<file path="src/common/ciPkg.sv">
package ciPkg;

  typedef logic [31:0] ciWord_t;   // operand or result word of a custom instruction.
  typedef logic [7:0]  ciNumber_t; // custom-instruction number.

  // One operand word decoded either as four bytes or as two RGB565 pixels.
  // The high pixel sits in bits 31:16 and the low pixel in bits 15:0.
  typedef union packed {
    logic [3:0][7:0] bytes;
    struct packed {
      logic [4:0] highRed;
      logic [5:0] highGreen;
      logic [4:0] highBlue;
      logic [4:0] lowRed;
      logic [5:0] lowGreen;
      logic [4:0] lowBlue;
    } pixels;
  } ciOperand_u;

  // instruction numbers decoded by the dispatcher.
  localparam ciNumber_t CiSwapByte  = 8'd1;
  localparam ciNumber_t CiDelay     = 8'd6;
  localparam ciNumber_t CiGrayscale = 8'd9;
  localparam ciNumber_t CiProfile   = 8'd12;

  // the three weights add up to 256, so the gray value is the top byte of the weighted sum.
  localparam logic [7:0] GrayRedWeight   = 8'd54;
  localparam logic [7:0] GrayGreenWeight = 8'd183;
  localparam logic [7:0] GrayBlueWeight  = 8'd19;

endpackage
</file>
<file path="src/common/ciUnitIf.sv">
`timescale 1ns/10ps

// Link between the dispatcher and one execution unit.
interface ciUnitIf;

  logic              start; // one-cycle pulse, operands valid in the same cycle.
  ciPkg::ciOperand_u dataA;
  ciPkg::ciOperand_u dataB;
  logic              done;  // exactly one pulse per start.
  ciPkg::ciWord_t    result; // zero outside the done cycle so results can be ORed.

  modport dispatcher (
    output start,
    output dataA,
    output dataB,
    input  done,
    input  result
  );

  modport unit (
    input  start,
    input  dataA,
    input  dataB,
    output done,
    output result
  );

endinterface

</file>
<file path="src/design/ciSystem.sv">
`timescale 1ns/10ps

module ciSystem #(
  parameter int resetCycles = 16,
  parameter int delayWidth  = 16
) (
  input  logic             s_systemClock,
  input  logic             s_pllLocked,
  input  logic             ciReq,
  input  ciPkg::ciNumber_t ciN,
  input  ciPkg::ciWord_t   ciDataA,
  input  ciPkg::ciWord_t   ciDataB,
  output logic             ciAck,
  output ciPkg::ciWord_t   ciResult,
  output logic             systemReady
);

  logic s_reset;
  logic swapMode;

  ciUnitIf pixelBus ();
  ciUnitIf delayBus ();
  ciUnitIf profileBus ();

  resetSequencer #(
    .resetCycles(resetCycles)
  ) i_resetSequencer (
    .s_systemClock(s_systemClock),
    .s_pllLocked  (s_pllLocked),
    .systemReady  (systemReady),
    .s_reset      (s_reset)
  );

  ciDispatcher i_ciDispatcher (
    .s_systemClock(s_systemClock),
    .s_reset      (s_reset),
    .ciReq        (ciReq),
    .ciN          (ciN),
    .ciDataA      (ciDataA),
    .ciDataB      (ciDataB),
    .ciAck        (ciAck),
    .ciResult     (ciResult),
    .pixel        (pixelBus.dispatcher),
    .delay        (delayBus.dispatcher),
    .profile      (profileBus.dispatcher),
    .swapMode     (swapMode)
  );

  pixelUnit i_pixelUnit (
    .s_systemClock(s_systemClock),
    .s_reset      (s_reset),
    .unit         (pixelBus.unit),
    .swapMode     (swapMode)
  );

  delayUnit #(
    .delayWidth(delayWidth)
  ) i_delayUnit (
    .s_systemClock(s_systemClock),
    .s_reset      (s_reset),
    .unit         (delayBus.unit)
  );

  profileUnit i_profileUnit (
    .s_systemClock(s_systemClock),
    .s_reset      (s_reset),
    .unit         (profileBus.unit)
  );

endmodule

</file>
<file path="src/design/profileUnit.sv">
`timescale 1ns/10ps

module profileUnit (
  input  logic  s_systemClock,
  input  logic  s_reset,
  ciUnitIf.unit unit
);

  ciPkg::ciWord_t cycleCount;
  ciPkg::ciWord_t resultReg;
  logic           doneReg;

  always_ff @(posedge s_systemClock or posedge s_reset) begin
    if (s_reset) begin
      cycleCount <= '0;
      doneReg    <= 1'b0;
    end else begin
      doneReg <= unit.start;
      if (unit.start && unit.dataB[0]) begin
        cycleCount <= '0; // the value read in this cycle is still returned.
      end else begin
        cycleCount <= cycleCount + 1'b1;
      end
    end
  end

  always_ff @(posedge s_systemClock) begin
    if (unit.start) resultReg <= cycleCount;
  end

  assign unit.done   = doneReg;
  assign unit.result = doneReg ? resultReg : '0;

endmodule

</file>
<file path="src/design/delayUnit.sv">
`timescale 1ns/10ps

module delayUnit #(
  parameter int delayWidth = 16
) (
  input  logic  s_systemClock,
  input  logic  s_reset,
  ciUnitIf.unit unit
);

  logic [delayWidth-1:0] loadValue;
  logic [delayWidth-1:0] delayCount;
  logic                  doneReg;

  assign loadValue = unit.dataA[delayWidth-1:0];

  // A count of N gives done N+1 cycles after start. A zero count answers on the next cycle.
  always_ff @(posedge s_systemClock or posedge s_reset) begin
    if (s_reset) begin
      delayCount <= '0;
      doneReg    <= 1'b0;
    end else begin
      doneReg <= 1'b0;
      if (unit.start) begin
        delayCount <= loadValue;
        doneReg    <= (loadValue == '0);
      end else if (delayCount != '0) begin
        delayCount <= delayCount - 1'b1;
        doneReg    <= (delayCount == delayWidth'(1)); // last step of the count.
      end
    end
  end

  assign unit.done   = doneReg;
  assign unit.result = '0;

endmodule

</file>
<file path="src/design/pixelUnit.sv">
`timescale 1ns/10ps

module pixelUnit (
  input  logic   s_systemClock,
  input  logic   s_reset,
  ciUnitIf.unit  unit,
  input  logic   swapMode
);

  logic [1:0][7:0]        red8;
  logic [1:0][7:0]        green8;
  logic [1:0][7:0]        blue8;
  logic [1:0][2:0][15:0]  productReg; // index 1 is the high pixel.
  logic [1:0][15:0]       graySum;
  logic                   grayPending;
  logic                   doneReg;
  ciPkg::ciWord_t         swapped;
  ciPkg::ciWord_t         resultReg;

  assign swapped = {unit.dataA.bytes[0], unit.dataA.bytes[1],
                    unit.dataA.bytes[2], unit.dataA.bytes[3]};

  // widen every field to 8 bits, 5-bit fields by 3 and the 6-bit green by 2.
  assign red8[1]   = {unit.dataA.pixels.highRed, 3'b000};
  assign green8[1] = {unit.dataA.pixels.highGreen, 2'b00};
  assign blue8[1]  = {unit.dataA.pixels.highBlue, 3'b000};
  assign red8[0]   = {unit.dataA.pixels.lowRed, 3'b000};
  assign green8[0] = {unit.dataA.pixels.lowGreen, 2'b00};
  assign blue8[0]  = {unit.dataA.pixels.lowBlue, 3'b000};

  always_ff @(posedge s_systemClock) begin
    if (unit.start && !swapMode) begin
      for (int i = 0; i < 2; i++) begin
        productReg[i][0] <= red8[i] * ciPkg::GrayRedWeight;
        productReg[i][1] <= green8[i] * ciPkg::GrayGreenWeight;
        productReg[i][2] <= blue8[i] * ciPkg::GrayBlueWeight;
      end
    end
    if (unit.start && swapMode) begin
      resultReg <= swapped;
    end else if (grayPending) begin
      resultReg <= {16'h0000, graySum[1][15:8], graySum[0][15:8]};
    end
  end

  // the largest weighted sum stays below 2**16, so no carry is lost.
  assign graySum[1] = productReg[1][0] + productReg[1][1] + productReg[1][2];
  assign graySum[0] = productReg[0][0] + productReg[0][1] + productReg[0][2];

  always_ff @(posedge s_systemClock or posedge s_reset) begin
    if (s_reset) begin
      grayPending <= 1'b0;
      doneReg     <= 1'b0;
    end else begin
      grayPending <= unit.start && !swapMode;
      doneReg     <= (unit.start && swapMode) || grayPending; // swap 1 cycle, gray 2.
    end
  end

  assign unit.done   = doneReg;
  assign unit.result = doneReg ? resultReg : '0;

endmodule

</file>
<file path="src/design/ciDispatcher.sv">
`timescale 1ns/10ps

module ciDispatcher (
  input  logic             s_systemClock,
  input  logic             s_reset,
  input  logic             ciReq,
  input  ciPkg::ciNumber_t ciN,
  input  ciPkg::ciWord_t   ciDataA,
  input  ciPkg::ciWord_t   ciDataB,
  output logic             ciAck,
  output ciPkg::ciWord_t   ciResult,
  ciUnitIf.dispatcher      pixel,
  ciUnitIf.dispatcher      delay,
  ciUnitIf.dispatcher      profile,
  output logic             swapMode
);

  localparam logic [1:0] Idle        = 2'd0;
  localparam logic [1:0] Busy        = 2'd1; // a unit runs, waiting for its done pulse.
  localparam logic [1:0] Acknowledge = 2'd2; // ack high, waiting for the host to drop ciReq.
  localparam logic [1:0] WaitRelease = 2'd3; // ciReq seen low, ack drops on the next edge.

  logic [1:0]        state;
  logic              ackReg;
  logic              startPixel;
  logic              startDelay;
  logic              startProfile;
  logic              swapReg;
  logic              selPixel;
  logic              selDelay;
  logic              selProfile;
  logic              accept;
  logic              unitDone;
  ciPkg::ciWord_t    unitResult;
  ciPkg::ciWord_t    resultReg;
  ciPkg::ciOperand_u opA;
  ciPkg::ciOperand_u opB;

  assign selPixel   = (ciN == ciPkg::CiSwapByte) || (ciN == ciPkg::CiGrayscale);
  assign selDelay   = (ciN == ciPkg::CiDelay);
  assign selProfile = (ciN == ciPkg::CiProfile);
  assign accept     = (state == Idle) && ciReq;

  // only the started unit answers, so a plain OR collects its done and result.
  assign unitDone   = pixel.done | delay.done | profile.done;
  assign unitResult = pixel.result | delay.result | profile.result;

  always_ff @(posedge s_systemClock or posedge s_reset) begin
    if (s_reset) begin
      state        <= Idle;
      ackReg       <= 1'b0;
      startPixel   <= 1'b0;
      startDelay   <= 1'b0;
      startProfile <= 1'b0;
    end else begin
      startPixel   <= accept && selPixel;
      startDelay   <= accept && selDelay;
      startProfile <= accept && selProfile;
      case (state)
        Idle: begin
          if (ciReq) begin
            if (selPixel || selDelay || selProfile) begin
              state <= Busy;
            end else begin
              state  <= Acknowledge; // unknown number, answer at once with zero.
              ackReg <= 1'b1;
            end
          end
        end
        Busy: begin
          if (unitDone) begin
            state  <= Acknowledge;
            ackReg <= 1'b1;
          end
        end
        Acknowledge: begin
          if (!ciReq) state <= WaitRelease;
        end
        default: begin
          state  <= Idle;
          ackReg <= 1'b0;
        end
      endcase
    end
  end

  always_ff @(posedge s_systemClock) begin
    if (accept) begin
      opA     <= ciDataA;
      opB     <= ciDataB;
      swapReg <= (ciN == ciPkg::CiSwapByte);
    end
    if (accept && !(selPixel || selDelay || selProfile)) begin
      resultReg <= '0;
    end else if ((state == Busy) && unitDone) begin
      resultReg <= unitResult;
    end
  end

  assign pixel.start   = startPixel;
  assign pixel.dataA   = opA;
  assign pixel.dataB   = opB;
  assign delay.start   = startDelay;
  assign delay.dataA   = opA;
  assign delay.dataB   = opB;
  assign profile.start = startProfile;
  assign profile.dataA = opA;
  assign profile.dataB = opB;

  assign swapMode = swapReg;
  assign ciAck    = ackReg;
  assign ciResult = resultReg; // held until the next instruction is captured.

endmodule

</file>
<file path="src/design/resetSequencer.sv">
`timescale 1ns/10ps

module resetSequencer #(
  parameter int resetCycles = 16
) (
  input  logic s_systemClock,
  input  logic s_pllLocked,
  output logic systemReady,
  output logic s_reset
);

  localparam int CountWidth = $clog2(resetCycles + 1);

  logic [CountWidth-1:0] lockCount;
  logic                  readyReg;

  // the counter stops once ready is set, so it never wraps.
  always_ff @(posedge s_systemClock or negedge s_pllLocked) begin
    if (!s_pllLocked) begin
      lockCount <= '0;
      readyReg  <= 1'b0;
    end else if (!readyReg) begin
      lockCount <= lockCount + 1'b1;
      readyReg  <= (lockCount == CountWidth'(resetCycles - 1)); // set on edge resetCycles.
    end
  end

  assign systemReady = readyReg;
  assign s_reset     = ~readyReg; // registered, so the internal reset is free of glitches.

endmodule

</file>
<file path="config.mk">
export PLATFORM = sky130hd
export DESIGN_NAME = ciSystem
export DESIGN_NICKNAME = d
export VERILOG_FILES = /design/src/common/ciPkg.sv /design/src/common/ciUnitIf.sv /design/src/design/ciSystem.sv /design/src/design/profileUnit.sv /design/src/design/delayUnit.sv /design/src/design/pixelUnit.sv /design/src/design/ciDispatcher.sv /design/src/design/resetSequencer.sv
export SDC_FILE = /design/constraint.sdc
export NUM_CORES = 1
export LEC_CHECK = 0
export ABC_AREA = 0
export BUFFER_PORTS_ARGS = -buffer_cell sky130_fd_sc_hd__buf_4
export CORE_MARGIN = 4
export CORE_UTILIZATION = 51
export DETAILED_ROUTE_END_ITERATION = 10
export HOLD_SLACK_MARGIN = 0.03
export PLACE_DENSITY = 0.65
export RECOVER_POWER = 50
export SKIP_LAST_GASP = 1
export SYNTH_ARGS = -nofsm -noshare
export SYNTH_HDL_FRONTEND = slang
export SYNTH_SLANG_ARGS = --single-unit
</file>
<file path="constraint.sdc">
create_clock -name s_systemClock -period 2.5 [get_ports s_systemClock]
set_input_delay 0.25 -clock s_systemClock [delete_from_list [all_inputs] [get_ports s_systemClock]]
set_output_delay 0.25 -clock s_systemClock [all_outputs]
set_load 0.02 [all_outputs]
</file>
# == Word-level counts from Yosys, hierarchy flattened ==
# Index checks and enable logic that the tools add are counted.
# totals
regBits,262
latch_bits,0
ramBits,0
romBits,0
input_bits,75
output_inout_bits,34
word_cells,95
mem_count,0
# op_classes
add_sub_neg,7
n_mul,6
div,0
n_lt_le_gt_ge,0
eq_ne,12
shifts,0
muxes,19
bitwise_logic,4
n_reduce_logical,22
# ops
cell,count
$mux 32,5
$mul 5x5->10 const B,4
$add 14x16->16,2
$add 16x13->16,2
$add 32x1->32 const B,1
$mux 16,2
$or 32x32->32,1
$mul 6x8->14 const B,2
$eq 16x1->1 const B,1
$eq 8x4->1 const B,2
$logic_not 16->1,1
$reduce_bool 16->1,1
$sub 16x1->16 const B,1
$logic_and 1x1->1,9
$eq 8x1->1 const B,1
$eq 8x3->1 const B,1
$mux 2,4
$mux 1,6
$ne 2x2->1 const B,3
$pmux 2 s3,1
$add 5x1->5 const B,1
$eq 5x4->1 const B,1
$logic_or 1x1->1,4
$reduce_and 4->1,1
other kinds (10),13

# == Longest topological paths before layout ==
# logic_depth
word_depth,7
depth_mapped,13
ltp_nobuf,13

# == By module ==
# A second synthesis with hierarchy kept.
# unflattened
hier_cells,1510
area_unflattened_um2,17486.8
# modules_own_cells
mod,instances,cells_each,area_per_inst_um2,seq_area_each_um2
pixelUnit,1,722,8185.4,2992.9
ciDispatcher,1,380,4838.4,2742.6
profileUnit,1,241,2892.8,1786.7
delayUnit,1,148,1312.5,425.4
resetSequencer,1,19,257.7,150.1

# == Worst setup path after synthesis ==
# Ideal clock, no wire load.
# synth_path
path_type,flip-flop to flip-flop
start,reg i_ciDispatcher.swapReg (netlist: i_ciDispatcher.swapMode)
end,reg i_pixelUnit.productReg[10] in the netlist's numbering (enable)
setup_ns,0.498
arrival_ns,3.402
required_time_ns,2.002
path_slack_ns,-1.400
path_stages_with_launch,2
path_buffers,0
period_less_slack_ns,3.900
path_cell_list,edfxtp_1 > nor2b_1
# synth_via
elab_chain_cells,2
# synth_lines
element,line_no,source
"start, declared",ciDispatcher.sv:28,logic swapReg;
"start signal, assigned",ciDispatcher.sv:91,swapReg <= (ciN == ciPkg::CiSwapByte);
$logic_not 1->1,pixelUnit.sv:32,if (unit.start && !swapMode) begin
$logic_and 1x1->1,pixelUnit.sv:32,
"end signal, assigned by index",pixelUnit.sv:34,productReg[i][0] <= red8[i] * ciPkg::GrayRedWeight;
"end signal, assigned by index",pixelUnit.sv:35,productReg[i][1] <= green8[i] * ciPkg::GrayGreenWeight;
"end signal, assigned by index",pixelUnit.sv:36,productReg[i][2] <= blue8[i] * ciPkg::GrayBlueWeight;
"end, declared",pixelUnit.sv:13,logic [1:0][2:0][15:0] productReg;
# Every way passes these cells.
# A chain may end at the register's enable or synchronous reset.

# == Worst setup path after layout ==
# layout_path
start,reg i_ciDispatcher.opA (netlist bit i_ciDispatcher.delay.dataA[10])
end,reg i_pixelUnit.productReg[30] in the netlist's numbering (data pin)
# layout_via
elab_chain_cells,1
# layout_lines
element,line_no,source
"start, declared",ciDispatcher.sv:36,ciPkg::ciOperand_u opA;
"start signal, assigned",ciDispatcher.sv:89,opA <= ciDataA;
$mul 6x8->14,pixelUnit.sv:35,
# Every way passes these cells.

==> results.md <==
- Chip Height: around 180 um
- Antenna cells: 0
- TritonCTS clock tree: built
- CP Buf/Inv Count: 2
- Most frequent cells in the layout: 166 x buf_4, 164 x edfxtp_1, 129 x ha_1
- All-Layer GR Usage: about a fifth
- FF-to-FF End: i_pixelUnit.productReg[30]
- Grt total ovfl: 0
- Slew Viols, Final: 0
- Worst clock skew: a little over 0.03 ns
- Worst-path fanout max: 4
- Crit path arrival time: approximately 3.8 ns
- Static leakage: 7.689 nW
- Vias in the first global route: roughly 10000
- Pin count of the biggest net entering global routing: between 60 and 70
- Critical Path RT: 2.89 ns
- ANT nets after route: 0
- DRT iter0 DRCs: 546
- Post-synth EDFFs: 164
- IO Pins: roughly 110
- Worst-path cell chain: fa_1 > inv_2 > fa_1 > fa_1 > inv_2 > ha_4 > a21o_1 > a31oi_4 > a21oi_2 > or4_1 > nand4_1
- Root buffer cell: clkbuf_16
- Syn Inst Count: 1226
- I/O Buffers: 77
- Die width: 176.5 um
- Sequential area share after synthesis: about half
- Hold Vio Cnt, Final: 0
- WL/cell: 16.69 um
- Tmin final: approximately 3.4 ns
- DRC: 0
- Routed wire length: ~32 mm
- Most common cell after layout, fill and taps aside: buf_4
- Depth of the CTS H-tree: 1
- Flops & latches, synth: 260
- Maxcap violations: 1
- PD cells: 1037 nW/um^2
- Core Box Area: approximately 28000 um^2
- Max clock buf depth: 3
- Worst path most repeated cell: fa_1
- Nets: ~1800
- Average size of a mapped cell: roughly 12 um^2
- Slowest CP cell: fa_1
- Delay-heaviest family, CP: adder cells
- Final period util: 135.0%
- Reg2Reg Setup Slack: -0.88 ns
- Synth Cell Area: 14470 um^2
- Layout cell share with drive strength beyond 1: around a quarter
- CP max stage delay: 0.58 ns
- Die ar.: approximately 31000 um^2
- Slew HR: less than 1%
- WP depth: 11
- Reg-to-Reg Start: i_ciDispatcher.delay.dataA[10]
- Final GP Congestion: between 0.8 and 0.9
- Area Overhead vs Synth: 29.10%
- Effective utilization at floorplan: just over 50%
- DR pass1 iterations: 6
- Max rail drop VDD: 0.7123 mV
- Ys Warns: 0
- CP Class: register to register
- Actual slew at the worst max-slew pin: 1.496 ns
- Final setup margin: -0.8752 ns
- CP startpoint kind: register
- CTS Buf Count: 28
- Via count: 10130
- CTS sink cnt: 260
- Fmax: 296.3 MHz
- Failing checks: capacitance limit, setup timing
- First-pass GRT wire length: 51.93 mm
- Synthesized net count: around 1500
- Worst-path clk slew: about 0.060 ns
- Main synth FF type: edfxtp_1
- Initial antenna violation count: 0
- Pre-CTS setup slack: -0.9677 ns
- Post-DP HPWL: about 23 mm
- Worst-Skew Late Latency: ~0.55 ns
- Yosys cell types: 62
- Endpoint class of the critical path: register
- Num rows: just over 60
- RSZ-0062 raised after global routing: yes
- # setup viols final: 34
- Worst r2r path cells: 11
- Ys async rst share: between 20% and 30%
- Setup TNS: -15.51 ns
- Crit path to: i_pixelUnit.productReg[30]
- Worst min path class: input pin to register
- Critical Path Source: i_ciDispatcher.delay.dataA[10]
- Status: complete, but fails checks
- Vias per Instance: ~5.3
-- how the worst min path moves through the flow --
| stage | start | to | slack, ns | depth (start not counted) |
|---|---|---|---|---|
| after global placement | s_pllLocked | i_resetSequencer.lockCount[0] | 0.06 | 1 |
| after detailed placement | s_pllLocked | i_resetSequencer.lockCount[0] | 0.06 | 1 |
| after floorplan | s_pllLocked | i_resetSequencer.lockCount[0] | -0.05 | 0 |
| after global routing | ciReq | i_ciDispatcher.pixel.start | 0.07 | 3 |
| after CTS | s_pllLocked | i_resetSequencer.lockCount[0] | 0.03 | 2 |
| final | ciReq | i_ciDispatcher.pixel.start | 0.06 | 3 |
-- final cells by class --
class                   count  area, um^2
fillers                  2134        9174
multi-input cells         820        7483
clock inverters            17       132.6
well taps                 378       473.0
repair buffers            301        2260
inverters                 111       421.7
flip-flops and latches    260        7167
clock buffers              35       747.0
-- synth_stat cells, types with 2 or more instances --
library cell | instances | area [um^2]
buf_1 | 4 | 15.01
nand4_1 | 7 | 43.79
ha_1 | 158 | 1977
or2_2 | 3 | 18.77
a21oi_1 | 54 | 270.3
a21o_1 | 17 | 127.6
or4_1 | 4 | 30.03
nor4b_1 | 2 | 17.52
and2_1 | 4 | 25.02
o211ai_1 | 3 | 22.52
xor2_1 | 28 | 245.2
edfxtp_1 | 164 | 4925
o21a_1 | 6 | 45.04
mux2_2 | 3 | 33.78
a2111o_1 | 2 | 22.52
a311oi_1 | 3 | 26.28
nor2b_1 | 17 | 106.4
nor3b_1 | 4 | 30.03
o21ai_0 | 26 | 130.1
o41a_1 | 2 | 22.52
o21bai_1 | 8 | 60.06
dfrtp_1 | 64 | 1602
fa_1 | 52 | 1041
clkbuf_1 | 28 | 105.1
dfxtp_1 | 32 | 640.6
or3_1 | 13 | 81.33
nand2b_1 | 3 | 18.77
a2bb2oi_1 | 3 | 26.28
nor4_1 | 8 | 50.05
nand3b_1 | 2 | 15.01
and3_1 | 13 | 81.33
nand4b_1 | 6 | 52.55
a211oi_1 | 37 | 277.8
nor3_1 | 19 | 95.09
mux2i_1 | 3 | 30.03
inv_1 | 111 | 416.7
a31oi_1 | 4 | 25.02
a31o_2 | 3 | 26.28
o31ai_1 | 10 | 75.07
xnor2_1 | 53 | 464.2
nand2_1 | 56 | 210.2
nand3_1 | 19 | 95.09
a22oi_1 | 32 | 240.2
nor2_1 | 118 | 442.9
-- where the power goes --
group	total, mW	internal (mW)	leakage [nW]	switching (mW)
combinational	9.83	5.35	4.81	4.48
clock	3.90	2.23	0.432	1.67
sequential	5.65	5.36	2.45	0.293
total	19.4	12.9	7.69	6.44
-- flip-flops by register name, indices dropped and copies added, names as in the netlist, 2 cells and up --
name	cells
i_ciDispatcher.ciResult	32
i_ciDispatcher.delay.dataA	32
i_pixelUnit.productReg	66
i_delayUnit.delayCount	16
i_ciDispatcher.state	2
i_resetSequencer.lockCount	5
i_profileUnit.cycleCount	32
i_profileUnit.resultReg	32
i_pixelUnit.resultReg	32
-- tightest hold or removal path: stages --
cell     delay, ns
buf_4         0.12
nand2_1       0.12
nor2_1        0.06
-- through the flow --
step | hold WS [ns] | power, mW | util, % | instance area (um^2) | cells
after global placement | 0.06017 | 13.95 | 60.37 | 16820 | 1807
after CTS | 0.03029 | 19.05 | 66.73 | 18590 | 1915
after detailed placement | 0.06125 | 14.14 | 60.37 | 16820 | 1807
final | 0.06007 | 19.38 | 67.07 | 18680 | 1922
after global routing | 0.06702 | 20.84 | 67.07 | 18680 | 1922
after floorplan | -0.04559 | 11.11 | - | 14660 | 1226
-- logic make-up (layout without fill, tap and decap cells) --
logic type	Yosys count	count (layout)	synth area share (%)
AO/OA/AOI/OAI	218	218	10.15
XOR/XNOR	81	81	4.902
multiplexers	6	6	0.4409
buffers and inverters	146	464	3.830
flip-flops	260	260	49.52
AND/OR/NAND/NOR	305	305	10.31
adder cells (fa/ha/maj)	210	210	20.85
-- routing by layer --
layer | GRT usage (%) | vias to the layer above | routed length, um
li1 | - | 4974 | -
met1 | 27.56 | 4912 | 14060
met2 | 36.51 | 194 | 16210
met3 | 2.077 | 50 | 1148
met4 | 4.739 | 0 | 663
met5 | 0 | - | 0
-- what timing repair did --
| action | in CTS | in global routing |
|---|---|---|
| gates resized for setup | 55 | 48 |
| endpoints found under the hold margin | 43 | 0 |
| hold buffers | 41 | 0 |
| setup endpoints to repair | 38 | 48 |
| setup buffers | 23 | 13 |
| pin swaps | 40 | 48 |
Note: power is estimated with default switching activity, not from simulation.
